--- src/hdl/mbu_settings.svh ---
// Constants for the memory bank unit
// Bank count, I/O window base and control unit address codes

`ifndef MBU_SETTINGS_SVH
`define MBU_SETTINGS_SVH

////////////////////////////////////////
// Register file size
////////////////////////////////////////

// Eight bank registers, MB0 to MB7
`define MBU_NUM_BANKS 8

////////////////////////////////////////
// I/O window
////////////////////////////////////////

// First I/O port of the window, one port per bank
`define MBU_IO_BASE 8'h08

////////////////////////////////////////
// Control unit address codes
////////////////////////////////////////

// Same codes on raddr and waddr
`define MBU_CU_MBP       5'd12
`define MBU_CU_MBP_FLAGS 5'd13
`define MBU_CU_FLAGS     5'd14

// Group in waddr bits 4 to 2, low bits pick MB0 to MB3
`define MBU_CU_AR_MBX    3'b001

`endif

--- src/hdl/mbu_pkg.sv ---
// Shared types for the memory bank unit
// Decoded opcode, request source and bank enable state

`default_nettype none

package mbu_pkg;

   ////////////////////////////////////////
   // Decoded operations
   ////////////////////////////////////////

   // One opcode per recognized control unit code or I/O access
   typedef enum logic [3:0] {
      // Unknown code or I/O miss, answers with zero
      OP_NONE            = 4'd0,
      // Control unit read of the bank picked by ir
      OP_READ_MBP        = 4'd1,
      // Same, plus strobe to the flag unit
      OP_READ_MBP_FLAGS  = 4'd2,
      // Flag strobe only
      OP_READ_FLAGS      = 4'd3,
      // Control unit write of the bank picked by ir
      OP_WRITE_MBP       = 4'd4,
      // Same, plus strobe to the flag unit
      OP_WRITE_MBP_FLAGS = 4'd5,
      // Flag strobe only
      OP_WRITE_FLAGS     = 4'd6,
      // Load aext from MB0 to MB3
      OP_WRITE_AR_MBX    = 4'd7,
      // Program access through the I/O window
      OP_IO_READ         = 4'd8,
      OP_IO_WRITE        = 4'd9
   } mbu_op_e;

   ////////////////////////////////////////
   // Request source
   ////////////////////////////////////////

   // Carried with each op and echoed on the response
   typedef enum logic {
      SRC_CU = 1'b0,
      SRC_IO = 1'b1
   } mbu_src_e;

   ////////////////////////////////////////
   // Bank enable state
   ////////////////////////////////////////

   // Default until the first I/O write, then live
   typedef enum logic {
      BANKS_DEFAULT = 1'b0,
      BANKS_LIVE    = 1'b1
   } mbu_bank_state_e;

endpackage

`default_nettype wire

--- src/hdl/mbu_op_if.sv ---
// Decoded operation channel
// Valid/ready handshake from the decoder to the register file

`timescale 1ns/10ps
`default_nettype none

`include "mbu_settings.svh"

interface mbu_op_if;
   import mbu_pkg::*;

   // Bank selector width, 3 bits for eight banks
   localparam int unsigned SEL_W = $clog2(`MBU_NUM_BANKS);

   // Handshake
   logic             valid;
   logic             ready;

   // Payload, held steady while valid and not ready
   mbu_op_e          op;
   logic [SEL_W-1:0] sel;
   logic [7:0]       wdata;
   mbu_src_e         src;

   // Decoder side
   modport source (output valid, output op, output sel, output wdata, output src,
                   input ready);

   // Register file side
   modport sink (input valid, input op, input sel, input wdata, input src,
                 output ready);

endinterface

`default_nettype wire

--- src/hdl/mbu_decode.sv ---
// Request front end of the memory bank unit
// Arbitration with I/O first, address decode, decoded-op register

`timescale 1ns/10ps
`default_nettype none

`include "mbu_settings.svh"

module mbu_decode (
   input  logic        clk,
   input  logic        rst_n,
   // Control unit request
   input  logic        cu_valid,
   output logic        cu_ready,
   input  logic [4:0]  raddr,
   input  logic        ruen,
   input  logic [4:0]  waddr,
   input  logic        wuen,
   input  logic [11:0] ir,
   input  logic [7:0]  ibus_in,
   // I/O request
   input  logic        io_valid,
   output logic        io_ready,
   input  logic [7:0]  io_addr,
   input  logic        sysdev,
   input  logic        io_write,
   input  logic [7:0]  db_in,
   // Decoded op out
   mbu_op_if.source    op_o
);
   import mbu_pkg::*;

   localparam int unsigned SEL_W = $clog2(`MBU_NUM_BANKS);

   logic             load;
   logic             take_io;
   logic             take_cu;
   logic             io_hit;
   mbu_op_e          io_op;
   mbu_op_e          cu_op;
   logic [SEL_W-1:0] cu_sel;

   // Map the shared 5-bit codes, read or write flavour
   function automatic mbu_op_e cu_code_op(input logic [4:0] code, input logic wr);
      mbu_op_e op;
      case (code)
         `MBU_CU_MBP:       op = wr ? OP_WRITE_MBP : OP_READ_MBP;
         `MBU_CU_MBP_FLAGS: op = wr ? OP_WRITE_MBP_FLAGS : OP_READ_MBP_FLAGS;
         `MBU_CU_FLAGS:     op = wr ? OP_WRITE_FLAGS : OP_READ_FLAGS;
         default:           op = OP_NONE;
      endcase
      return op;
   endfunction

   ////////////////////////////////////////
   // Arbitration
   ////////////////////////////////////////

   // Stage takes a new op when empty or draining this edge
   assign load     = !op_o.valid || op_o.ready;
   // I/O wins, control unit waits while I/O is pending
   assign io_ready = load;
   assign cu_ready = load && !io_valid;
   assign take_io  = io_valid && io_ready;
   assign take_cu  = cu_valid && cu_ready;

   ////////////////////////////////////////
   // Address decode
   ////////////////////////////////////////

   // Window 0x08..0x0F, only with sysdev asserted
   assign io_hit = sysdev && (io_addr >= `MBU_IO_BASE) &&
                   (io_addr < (`MBU_IO_BASE + 8'(`MBU_NUM_BANKS)));
   assign io_op  = !io_hit ? OP_NONE : (io_write ? OP_IO_WRITE : OP_IO_READ);

   always_comb begin
      cu_op  = OP_NONE;
      // ir picks the bank for MBP forms
      cu_sel = ir[SEL_W-1:0];
      if (ruen) begin
         // Read decode has priority over a simultaneous write
         cu_op = cu_code_op(raddr, 1'b0);
      end else if (wuen) begin
         if (waddr[4:2] == `MBU_CU_AR_MBX) begin
            // AR extension, MB0..MB3 from waddr low bits
            cu_op  = OP_WRITE_AR_MBX;
            cu_sel = SEL_W'(waddr[1:0]);
         end else begin
            cu_op = cu_code_op(waddr, 1'b1);
         end
      end
   end

   ////////////////////////////////////////
   // Decoded-op register
   ////////////////////////////////////////

   always_ff @(posedge clk) begin
      if (!rst_n) begin
         op_o.valid <= 1'b0;
      end else if (load) begin
         op_o.valid <= take_io || take_cu;
      end
   end

   // Payload only moves on an accepted request
   always_ff @(posedge clk) begin
      if (take_io) begin
         op_o.op    <= io_op;
         op_o.sel   <= io_addr[SEL_W-1:0];
         op_o.wdata <= db_in;
         op_o.src   <= SRC_IO;
      end else if (take_cu) begin
         op_o.op    <= cu_op;
         op_o.sel   <= cu_sel;
         op_o.wdata <= ibus_in;
         op_o.src   <= SRC_CU;
      end
   end

   // A stalled op keeps every field until the register file takes it
   a_op_stable : assert property (@(posedge clk) disable iff (!rst_n)
      op_o.valid && !op_o.ready |=>
         op_o.valid && $stable(op_o.op) && $stable(op_o.sel) &&
         $stable(op_o.wdata) && $stable(op_o.src))
      else $error("decoded op changed while stalled");

endmodule

`default_nettype wire

--- src/hdl/mbu_regfile.sv ---
// Back end of the memory bank unit
// Bank registers, enable state, aext register
// Response register and flag unit strobes

`timescale 1ns/10ps
`default_nettype none

`include "mbu_settings.svh"

module mbu_regfile (
   input  logic             clk,
   input  logic             rst_n,
   // Front-panel ROM switch, sets the power-on default
   input  logic             fprom,
   // Decoded op in
   mbu_op_if.sink           op_i,
   // Response
   output logic             rsp_valid,
   input  logic             rsp_ready,
   output mbu_pkg::mbu_src_e rsp_src,
   output logic [7:0]       rsp_data,
   // Address extension
   output logic [7:0]       aext,
   // Flag unit strobes
   output logic             write_flags,
   output logic             write_mbp_flags,
   output logic             read_flags,
   output logic             read_mbp_flags
);
   import mbu_pkg::*;

   logic [7:0]      bank_q [`MBU_NUM_BANKS];
   mbu_bank_state_e bank_state;
   logic            take;
   logic [7:0]      dflt_value;
   logic [7:0]      rd_value;
   logic [7:0]      rsp_next;
   logic            bank_wr;

   ////////////////////////////////////////
   // Handshake
   ////////////////////////////////////////

   // Free when the response slot is empty or being taken
   assign op_i.ready = !rsp_valid || rsp_ready;
   assign take       = op_i.valid && op_i.ready;

   ////////////////////////////////////////
   // Bank registers
   ////////////////////////////////////////

   // 0x80 selects ROM space when the switch is set
   assign dflt_value = {fprom, 7'b000_0000};

   // Banks hide behind the default until enabled
   assign rd_value = (bank_state == BANKS_LIVE) ? bank_q[op_i.sel] : dflt_value;

   assign bank_wr = take && ((op_i.op == OP_WRITE_MBP) ||
                             (op_i.op == OP_WRITE_MBP_FLAGS) ||
                             (op_i.op == OP_IO_WRITE));

   // No reset, contents undefined until written
   always_ff @(posedge clk) begin
      if (bank_wr) begin
         bank_q[op_i.sel] <= op_i.wdata;
      end
   end

   // First I/O write turns the banks live, and stores its own data
   always_ff @(posedge clk) begin
      if (!rst_n) begin
         bank_state <= BANKS_DEFAULT;
      end else if (take && (op_i.op == OP_IO_WRITE)) begin
         bank_state <= BANKS_LIVE;
      end
   end

   ////////////////////////////////////////
   // Address extension
   ////////////////////////////////////////

   // Loads with the response, so aext is current when the response shows
   always_ff @(posedge clk) begin
      if (!rst_n) begin
         aext <= dflt_value;
      end else if (take && (op_i.op == OP_WRITE_AR_MBX)) begin
         aext <= rd_value;
      end
   end

   ////////////////////////////////////////
   // Response
   ////////////////////////////////////////

   // Reads return the bank, writes echo their data
   // Flag-only and unknown codes answer with zero
   always_comb begin
      case (op_i.op)
         OP_READ_MBP, OP_READ_MBP_FLAGS, OP_IO_READ: rsp_next = rd_value;
         OP_WRITE_MBP, OP_WRITE_MBP_FLAGS, OP_IO_WRITE: rsp_next = op_i.wdata;
         // New aext value
         OP_WRITE_AR_MBX: rsp_next = rd_value;
         default: rsp_next = 8'h00;
      endcase
   end

   always_ff @(posedge clk) begin
      if (!rst_n) begin
         rsp_valid <= 1'b0;
      end else if (take) begin
         rsp_valid <= 1'b1;
      end else if (rsp_ready) begin
         rsp_valid <= 1'b0;
      end
   end

   always_ff @(posedge clk) begin
      if (take) begin
         rsp_src  <= op_i.src;
         rsp_data <= rsp_next;
      end
   end

   ////////////////////////////////////////
   // Flag unit strobes
   ////////////////////////////////////////

   // One cycle, first cycle of the response, never repeated on a stall
   always_ff @(posedge clk) begin
      if (!rst_n) begin
         write_flags     <= 1'b0;
         write_mbp_flags <= 1'b0;
         read_flags      <= 1'b0;
         read_mbp_flags  <= 1'b0;
      end else begin
         write_flags     <= take && (op_i.op == OP_WRITE_FLAGS);
         write_mbp_flags <= take && (op_i.op == OP_WRITE_MBP_FLAGS);
         read_flags      <= take && (op_i.op == OP_READ_FLAGS);
         read_mbp_flags  <= take && (op_i.op == OP_READ_MBP_FLAGS);
      end
   end

   // Strobes are exclusive and ride on a valid response
   a_strobe_onehot : assert property (@(posedge clk) disable iff (!rst_n)
      $onehot0({write_flags, write_mbp_flags, read_flags, read_mbp_flags}) &&
      ((write_flags || write_mbp_flags || read_flags || read_mbp_flags) -> rsp_valid))
      else $error("strobe overlap or strobe without response");

   // A response stays put until the consumer takes it
   a_rsp_hold : assert property (@(posedge clk) disable iff (!rst_n)
      rsp_valid && !rsp_ready |=> rsp_valid && $stable(rsp_src) && $stable(rsp_data))
      else $error("response dropped or changed before rsp_ready");

endmodule

`default_nettype wire

--- src/hdl/mbu.sv ---
// Memory bank unit, RTL top level
// Decoder and register file joined by one op channel

`timescale 1ns/10ps
`default_nettype none

module mbu (
   input  logic              clk,
   input  logic              rst_n,
   // Control unit request
   input  logic              cu_valid,
   output logic              cu_ready,
   input  logic [4:0]        raddr,
   input  logic              ruen,
   input  logic [4:0]        waddr,
   input  logic              wuen,
   input  logic [11:0]       ir,
   input  logic [7:0]        ibus_in,
   // I/O request
   input  logic              io_valid,
   output logic              io_ready,
   input  logic [7:0]        io_addr,
   input  logic              sysdev,
   input  logic              io_write,
   input  logic [7:0]        db_in,
   // Response, shared by both sources
   output logic              rsp_valid,
   input  logic              rsp_ready,
   output mbu_pkg::mbu_src_e rsp_src,
   output logic [7:0]        rsp_data,
   // Front-panel ROM switch
   input  logic              fprom,
   // Address extension, bits 23..16
   output logic [7:0]        aext,
   // To the flag unit
   output logic              write_flags,
   output logic              write_mbp_flags,
   output logic              read_flags,
   output logic              read_mbp_flags
);

   // Decoded op between the two stages
   mbu_op_if op_if ();

   ////////////////////////////////////////
   // Stage 1, arbitration and decode
   ////////////////////////////////////////

   mbu_decode u_decode (
      .clk      (clk),
      .rst_n    (rst_n),
      .cu_valid (cu_valid),
      .cu_ready (cu_ready),
      .raddr    (raddr),
      .ruen     (ruen),
      .waddr    (waddr),
      .wuen     (wuen),
      .ir       (ir),
      .ibus_in  (ibus_in),
      .io_valid (io_valid),
      .io_ready (io_ready),
      .io_addr  (io_addr),
      .sysdev   (sysdev),
      .io_write (io_write),
      .db_in    (db_in),
      .op_o     (op_if.source)
   );

   ////////////////////////////////////////
   // Stage 2, register access and response
   ////////////////////////////////////////

   mbu_regfile u_regfile (
      .clk             (clk),
      .rst_n           (rst_n),
      .fprom           (fprom),
      .op_i            (op_if.sink),
      .rsp_valid       (rsp_valid),
      .rsp_ready       (rsp_ready),
      .rsp_src         (rsp_src),
      .rsp_data        (rsp_data),
      .aext            (aext),
      .write_flags     (write_flags),
      .write_mbp_flags (write_mbp_flags),
      .read_flags      (read_flags),
      .read_mbp_flags  (read_mbp_flags)
   );

endmodule

`default_nettype wire

--- config.mk ---
export PLATFORM = sky130hd
export DESIGN_NAME = mbu
export DESIGN_NICKNAME = d
export VERILOG_FILES = /design/src/hdl/mbu_pkg.sv /design/src/hdl/mbu_op_if.sv /design/src/hdl/mbu_decode.sv /design/src/hdl/mbu_regfile.sv /design/src/hdl/mbu.sv
export VERILOG_INCLUDE_DIRS = /design/src /design/src/hdl
export SDC_FILE = /design/constraint.sdc
export NUM_CORES = 1
export LEC_CHECK = 0
export BUFFER_PORTS_ARGS = -buffer_cell sky130_fd_sc_hd__buf_2
export CELL_PAD_IN_SITES_DETAIL_PLACEMENT = 0
export CELL_PAD_IN_SITES_GLOBAL_PLACEMENT = 1
export CORE_ASPECT_RATIO = 0.6
export CORE_MARGIN = 4
export CORE_UTILIZATION = 31
export DETAILED_ROUTE_END_ITERATION = 16
export PLACE_DENSITY = 0.59
export SETUP_SLACK_MARGIN = 0.3
export SLEW_MARGIN = 40
export SYNTH_ARGS = -nofsm -noshare
export SYNTH_HDL_FRONTEND = slang
export SYNTH_HIERARCHICAL = 1
export SYNTH_SLANG_ARGS = --single-unit
--- constraint.sdc ---
create_clock -name clk -period 2.1 [get_ports clk]
set_clock_uncertainty 0.1 [all_clocks]
set_input_delay 0.105 -clock clk [delete_from_list [all_inputs] [get_ports clk]]
set_output_delay 0.105 -clock clk [all_outputs]
set_load 0.005 [all_outputs]
# Word-level counts from Yosys, hierarchy flattened
# Memory sizes are Yosys's and may differ from the RTL's. A register that Yosys moved wholly into a read port is not among the register bits.
# Index checks and enable logic that the tools add are counted.
dict set report totals {
  memories 1
  word_cells 85
  mem_bits_ro 0
  latch_bits 0
  register_bits 40
  output_inout_bits 24
  mem_bits_rw 64
}
# memory depth width read_ports rd_clocked_by_memory_dff wr line_no
set memory_table {}
lappend memory_table {u_regfile.bank_q 8 8 1 1 1 mbu_regfile.sv:32} ;# logic [7:0] bank_q [`MBU_NUM_BANKS];
dict set report classes {
  muxes 25
  n_addsub 0
  multipliers 0
  n_lt_le_gt_ge 2
  eq_ne 17
  bitwise 0
  div_mod_pow 0
  shifts 0
  reduce_logical 25
}
# cell count
set ops {}
lappend ops {{8-bit two-way mux} 5}
lappend ops {{5-bit by 4-bit == test with 1-bit output (second input constant)} 6}
lappend ops {{4-bit two-way mux} 6}
lappend ops {{3-bit two-way mux} 6}
lappend ops {{4-bit by 3-bit == test with 1-bit output (second input constant)} 4}
lappend ops {{8-bit case mux with 2 select lines} 1}
lappend ops {{1-bit logical AND} 13}
lappend ops {{3-bit case mux with 3 select lines} 1}
lappend ops {{4-bit by 2-bit == test with 1-bit output (second input constant)} 2}
lappend ops {{4-bit == test (second input constant)} 2}
lappend ops {{8-bit by 4-bit greater-or-equal comparator with 1-bit output (second input constant)} 1}
lappend ops {{8-bit by 5-bit < comparator with 1-bit output (second input constant)} 1}
lappend ops {{2-bit case mux with 3 select lines} 1}
lappend ops {{1-bit logical OR} 5}
lappend ops {{1-bit two-way mux} 5}
lappend ops {{4-bit by 1-bit == test with 1-bit output (second input constant)} 1}
lappend ops {{2-bit nonzero test} 2}
lappend ops {{4-bit OR reduction} 1}
lappend ops {{3-bit by 1-bit == test with 1-bit output (second input constant)} 1}
lappend ops {{1-bit zero test} 3}
lappend ops {{3-bit OR reduction} 1}
lappend ops {{2-bit by 1-bit != test with 1-bit output (second input constant)} 1}

# Depth between registers and ports, before layout
dict set report logic_depth {
  ltp_word 8
  depth_mapped 7
  mapped_depth_nobuf 6
}

# Hierarchy
# The synthesis kept the hierarchy.
# mod cells_per_inst n_inst area_per_inst_um2 seq_area_each_um2
set modules_own_cells {}
lappend modules_own_cells {mbu_regfile 199 1 3455.8 2482.4}
lappend modules_own_cells {mbu_decode 63 1 854.6 490.5}

# Worst setup path before layout
# OpenSTA, ideal clock, no wires.
dict set report synth_timing {
  kind {register to register}
  from {register u_decode.op_o.op[3]}
  to {memory u_regfile.bank_q[2][0], enable pin}
  required_ps 1630
  synth_period_minus_slack_ps 1999
  path_buffers 0
  arrival_time_ps 1529
  stages_incl_launch_ff 5
  setup_time_ps 370
  slack_ps 101
  path_cell_list {edfxtp_1 > nand2b_1 > o21ai_2 > nand3_1 > nor2_1}
}
dict set report synth_between {
  elab_chain_len 6
  elab_cells_between_ends 8
  classes_between {eq/ne (3); mux (2); reduce/logical (3)}
}
# element line_no
set synth_lines {}
lappend synth_lines {{start, declared} mbu_op_if.sv:26} ;# modport source (output valid, output op, output sel, output wdata, output src,
lappend synth_lines {{start signal, assigned} mbu_decode.sv:109} ;# op_o.op <= io_op;
lappend synth_lines {{start signal, assigned} mbu_decode.sv:114} ;# op_o.op <= cu_op;
lappend synth_lines {{4-bit by 3-bit == test with 1-bit output, on equally long branches} {mbu_regfile.sv:58, mbu_regfile.sv:59}}
lappend synth_lines {{1-bit logical OR} mbu_regfile.sv:58} ;# assign bank_wr = take && ((op_i.op == OP_WRITE_MBP) ||
lappend synth_lines {{1-bit logical OR *} mbu_regfile.sv:59} ;# (op_i.op == OP_WRITE_MBP_FLAGS) ||
lappend synth_lines {{1-bit logical AND *} mbu_regfile.sv:58}
lappend synth_lines {{1-bit two-way mux *} mbu_regfile.sv:64} ;# if (bank_wr) begin
lappend synth_lines {{1-bit two-way mux (not written as such) *} mbu_regfile.sv:65} ;# bank_q[op_i.sel] <= op_i.wdata;
lappend synth_lines {{end, declared} mbu_regfile.sv:32}
# Every way passes the cells marked *; elsewhere a longest branch is shown, timed or not.

==> metrics.log <==
[metrics] placed standard-cell area: 5211 µm²
[metrics] antenna violations before repair: 0
[metrics] final routed DRC violation total: 0
[metrics] post-synthesis sequential area ratio: 0.6897
[metrics] critical path launch point: u_decode/op_o.sel[1]$_DFFE_PP_
[metrics] grt ovf: 0
[metrics] worst path required time: 2090 ps
[metrics] Port Buffer Count: 70
[metrics] commonest non-fill, non-tap cell in the layout: edfxtp_1
[metrics] crit path max fanout: 6
[metrics] total vias in the final route: 2,709
[metrics] count of state elements after synthesis: 104
[metrics] slew at the pin closest to its max-slew limit: between 300 and 400 ps
[metrics] total negative slack for setup checks: 0 ps
[metrics] final weighted congestion in routability-driven placement: 0.7634
[metrics] final routed wire length divided by cell count: 17.42 µm
[metrics] synth top area cells: edfxtp_1, mux4_2, dfxtp_1, mux2i_1, mux2_1
[metrics] Die H: 99.34 µm
[metrics] global-route total usage across every layer: 0.1315
[metrics] clock transition at the registers of the reported paths: 70 ps
[metrics] Placed Cells incl. Taps: 529
[metrics] combined flip-flop and latch cell area: just under 3000 µm²
[metrics] number of iterations in the first detailed-routing pass: 5
[metrics] area share of the largest cell type after synthesis: 0.6200
[metrics] Synth Area per Inst: 16.45 µm²
[metrics] number of different library cells in the post-synthesis netlist: 51
[metrics] Total Nets Final: 451
[metrics] Max VDD drop: 0.3995 mV
[metrics] final cycle utilization of the critical path: 0.9075
[metrics] mean number of vias per cell: 4.720
[metrics] kind of end point of the critical path: register
[metrics] Std-Cell Rows: 33
[metrics] clock root buffer: clkbuf_16
[metrics] reg2reg setup slack: 190 ps
[metrics] effective utilization at floorplan: 0.3163
[metrics] Skew-Pair Late Insertion Delay: about 340 ps
[metrics] leakage power figure: 2.165 nW
[metrics] wire length of the first global-routing pass: 15.77 mm
[metrics] sum of internal, switching and leakage power: about 4.5 mW
[metrics] number of nets in the synthesized netlist: 318
[metrics] Routed Antenna Nets: 0
[metrics] Cells after Synth: 262
[metrics] class of the tightest hold or removal check: in -> reg
[metrics] clk sink count: 104
[metrics] max-cap violations: 0
[metrics] core area: 13,630 µm²
[metrics] total standard cell area after synthesis: 4310 µm²
[metrics] Filler cells: approximately 1,300
[metrics] power per unit of standard cell area: 772.6 nW/µm²
[metrics] async set-reset flop share out of synthesis: 0
[metrics] cell type with the highest aggregate area in the netlist: edfxtp_1
[metrics] Warnings, synthesis: 6
[metrics] number of buffers on the longest clock path: 2
[metrics] top-level I/O count: 80
[metrics] Routed WL: 9.999 mm
[metrics] CTS H-Tree Depth: 3
[metrics] non-filler cells in the finished layout: 574
[metrics] antenna cells: 0
[metrics] maximum frequency from static timing analysis: 524.7 MHz
[metrics] signal arrival time at the worst endpoint: 1900 ps
[metrics] Critical Path Sink: u_regfile/rsp_data[0]$_DFFE_PN_
[metrics] setup violation total in the final timing report: 0
[metrics] Layout Area Growth over Synthesis: 36.57%
[metrics] most frequent cells in the layout: edfxtp_1, buf_2, buf_4
[metrics] number of buffers inserted during clock tree synthesis: 9
[metrics] most used flip-flop cell after synthesis: edfxtp_1
[metrics] number of cells traversed by the worst hold path: 2
[metrics] share of post-route cells with drive strength above 1: 0.4361
[metrics] outcome: finished clean
[metrics] final critical-path required period: 1906 ps
[metrics] die area: about 16,000 µm²
[metrics] critical path startpoint category: register
[metrics] Initial DRC Count: ~140
[metrics] number of flops mapped to enable cells by yosys: 89
[metrics] path depth of the worst reg2reg path: 5
[metrics] area of combinational cells with multiple inputs: 1395 µm²
[metrics] TritonCTS clock tree: done
[metrics] Critical R2R Launch: u_decode/op_o.sel[1]$_DFFE_PP_
[metrics] largest net degree at the start of global routing: 22
[metrics] worst slew slack as a fraction of its limit: 0.7340
[metrics] die width: about 160 µm
[metrics] Setup CP Type: reg -> reg
[metrics] final HPWL from detailed placement: ~7 mm
[metrics] summed area of non-filler cells in the final layout: just under 6000 µm²
[metrics] Final Hold Violating Endpoints: 0
[metrics] Reg2Reg Capture Point: u_regfile/rsp_data[0]$_DFFE_PN_
[metrics] number of global-route vias before repair: 2,777
[metrics] max-slew violation count: 0
[metrics] setup repair after global routing missed its margin: true
## repair_timing
action                     CTS  global route
hold buffers                21             0
setup buffers                5             4
hold endpoints to repair    16             0
pin swaps                    3             5
setup endpoints to repair   48            45
gates resized for setup      8            13
## worst max-delay path: stages, from the launching register on
cell and delay, ps:
edfxtp_1 480, buf_6 190, nor2b_4 130, a221o_1 330, a211oi_4 320, o21ai_1 100
## cell families after synthesis
logic type | after synthesis | synth area share
DFF | 104 | 0.6897
AOI/OAI and AO/OA | 45 | 0.07780
muxes | 31 | 0.1150
buffers and inverters | 18 | 0.02322
and+or+nand+nor | 63 | 0.09231
xor gates and xnor gates | 1 | 0.002032
## synthesized netlist by cell type (3+ instances only)
library cell	count
o31a_1	3
inv_1	7
o21ai_1	9
nand3_1	4
edfxtp_1	89
mux2_1	8
nor2b_1	4
a221o_1	3
nor2_1	14
nand2b_1	3
nand2_1	17
dfxtp_1	15
buf_4	3
buf_2	3
mux2i_1	9
o21ai_0	6
mux4_2	14
o2bb2ai_1	7
## routing by layer
metal / up-vias / global-route usage / part of all wire
met3: 9 / 0.04679 / 0.087
met4: 0 / 0.02776 / 0.0086
li1: 1299 / - / -
met5: - / 0 / 0
met1: 1305 / 0.2015 / 0.50
met2: 96 / 0.1782 / 0.41
## how the worst min path moves through the flow
stage / startpoint / endpoint / slack (ps)
6_report: io_addr[1] / u_decode/op_o.sel[1]$_DFFE_PP_ / 10
5_1_grt: io_addr[0] / u_decode/op_o.sel[0]$_DFFE_PP_ / 20
4_1_cts: io_addr[1] / u_decode/op_o.sel[1]$_DFFE_PP_ / 10
3_5_place_dp: ibus_in[7] / u_decode/op_o.wdata[7]$_DFFE_PP_ / 290
3_3_place_gp: ibus_in[3] / u_decode/op_o.wdata[3]$_DFFE_PP_ / 280
2_1_floorplan: rst_n / u_regfile/bank_state$_SDFFE_PN0P_ / 120
## layout make-up
cell class	count	area share
clock inverters	5	0.009989
inverters	9	0.006164
well taps	175	0.03719
flip-flops and latches	104	0.5050
repair buffers	131	0.1658
clock buffers	10	0.03889
multi-input cells	140	0.2370
## per-stage QoR
step | util | worst slack, ps | hold slack [ps]
finish | 0.4320 | 194.2 | 13.32
global route | 0.4320 | 149.6 | 23.27
CTS | 0.4261 | 201.7 | 12.06
detailed placement | 0.3825 | 149.4 | 290.0
global placement | 0.3825 | 186.3 | 283.6
floorplan | - | 228.0 | 122.5
## power breakdown
part | switching [mW] | internal, mW
Combinational | 0.250 | 0.286
Clock | 0.715 | 0.918
Sequential | 0.0615 | 2.32
## registers in the layout (all words and copies together), names as in the netlist
signal / count
u_decode/op_o.sel: 3
u_regfile/bank_state: 1
u_decode/op_o.valid: 1
u_regfile/read_mbp_flags: 1
u_regfile/read_flags: 1
u_decode/op_o.wdata: 8
u_regfile/rsp_valid: 1
u_decode/op_o.op: 4
u_regfile/rsp_src: 1
u_regfile/write_mbp_flags: 1
u_regfile/aext: 8
u_regfile/write_flags: 1
u_regfile/bank_q: 64
u_regfile/rsp_data: 8
u_decode/op_o.src: 1
No activity file was read; power rests on OpenSTA's default activity.
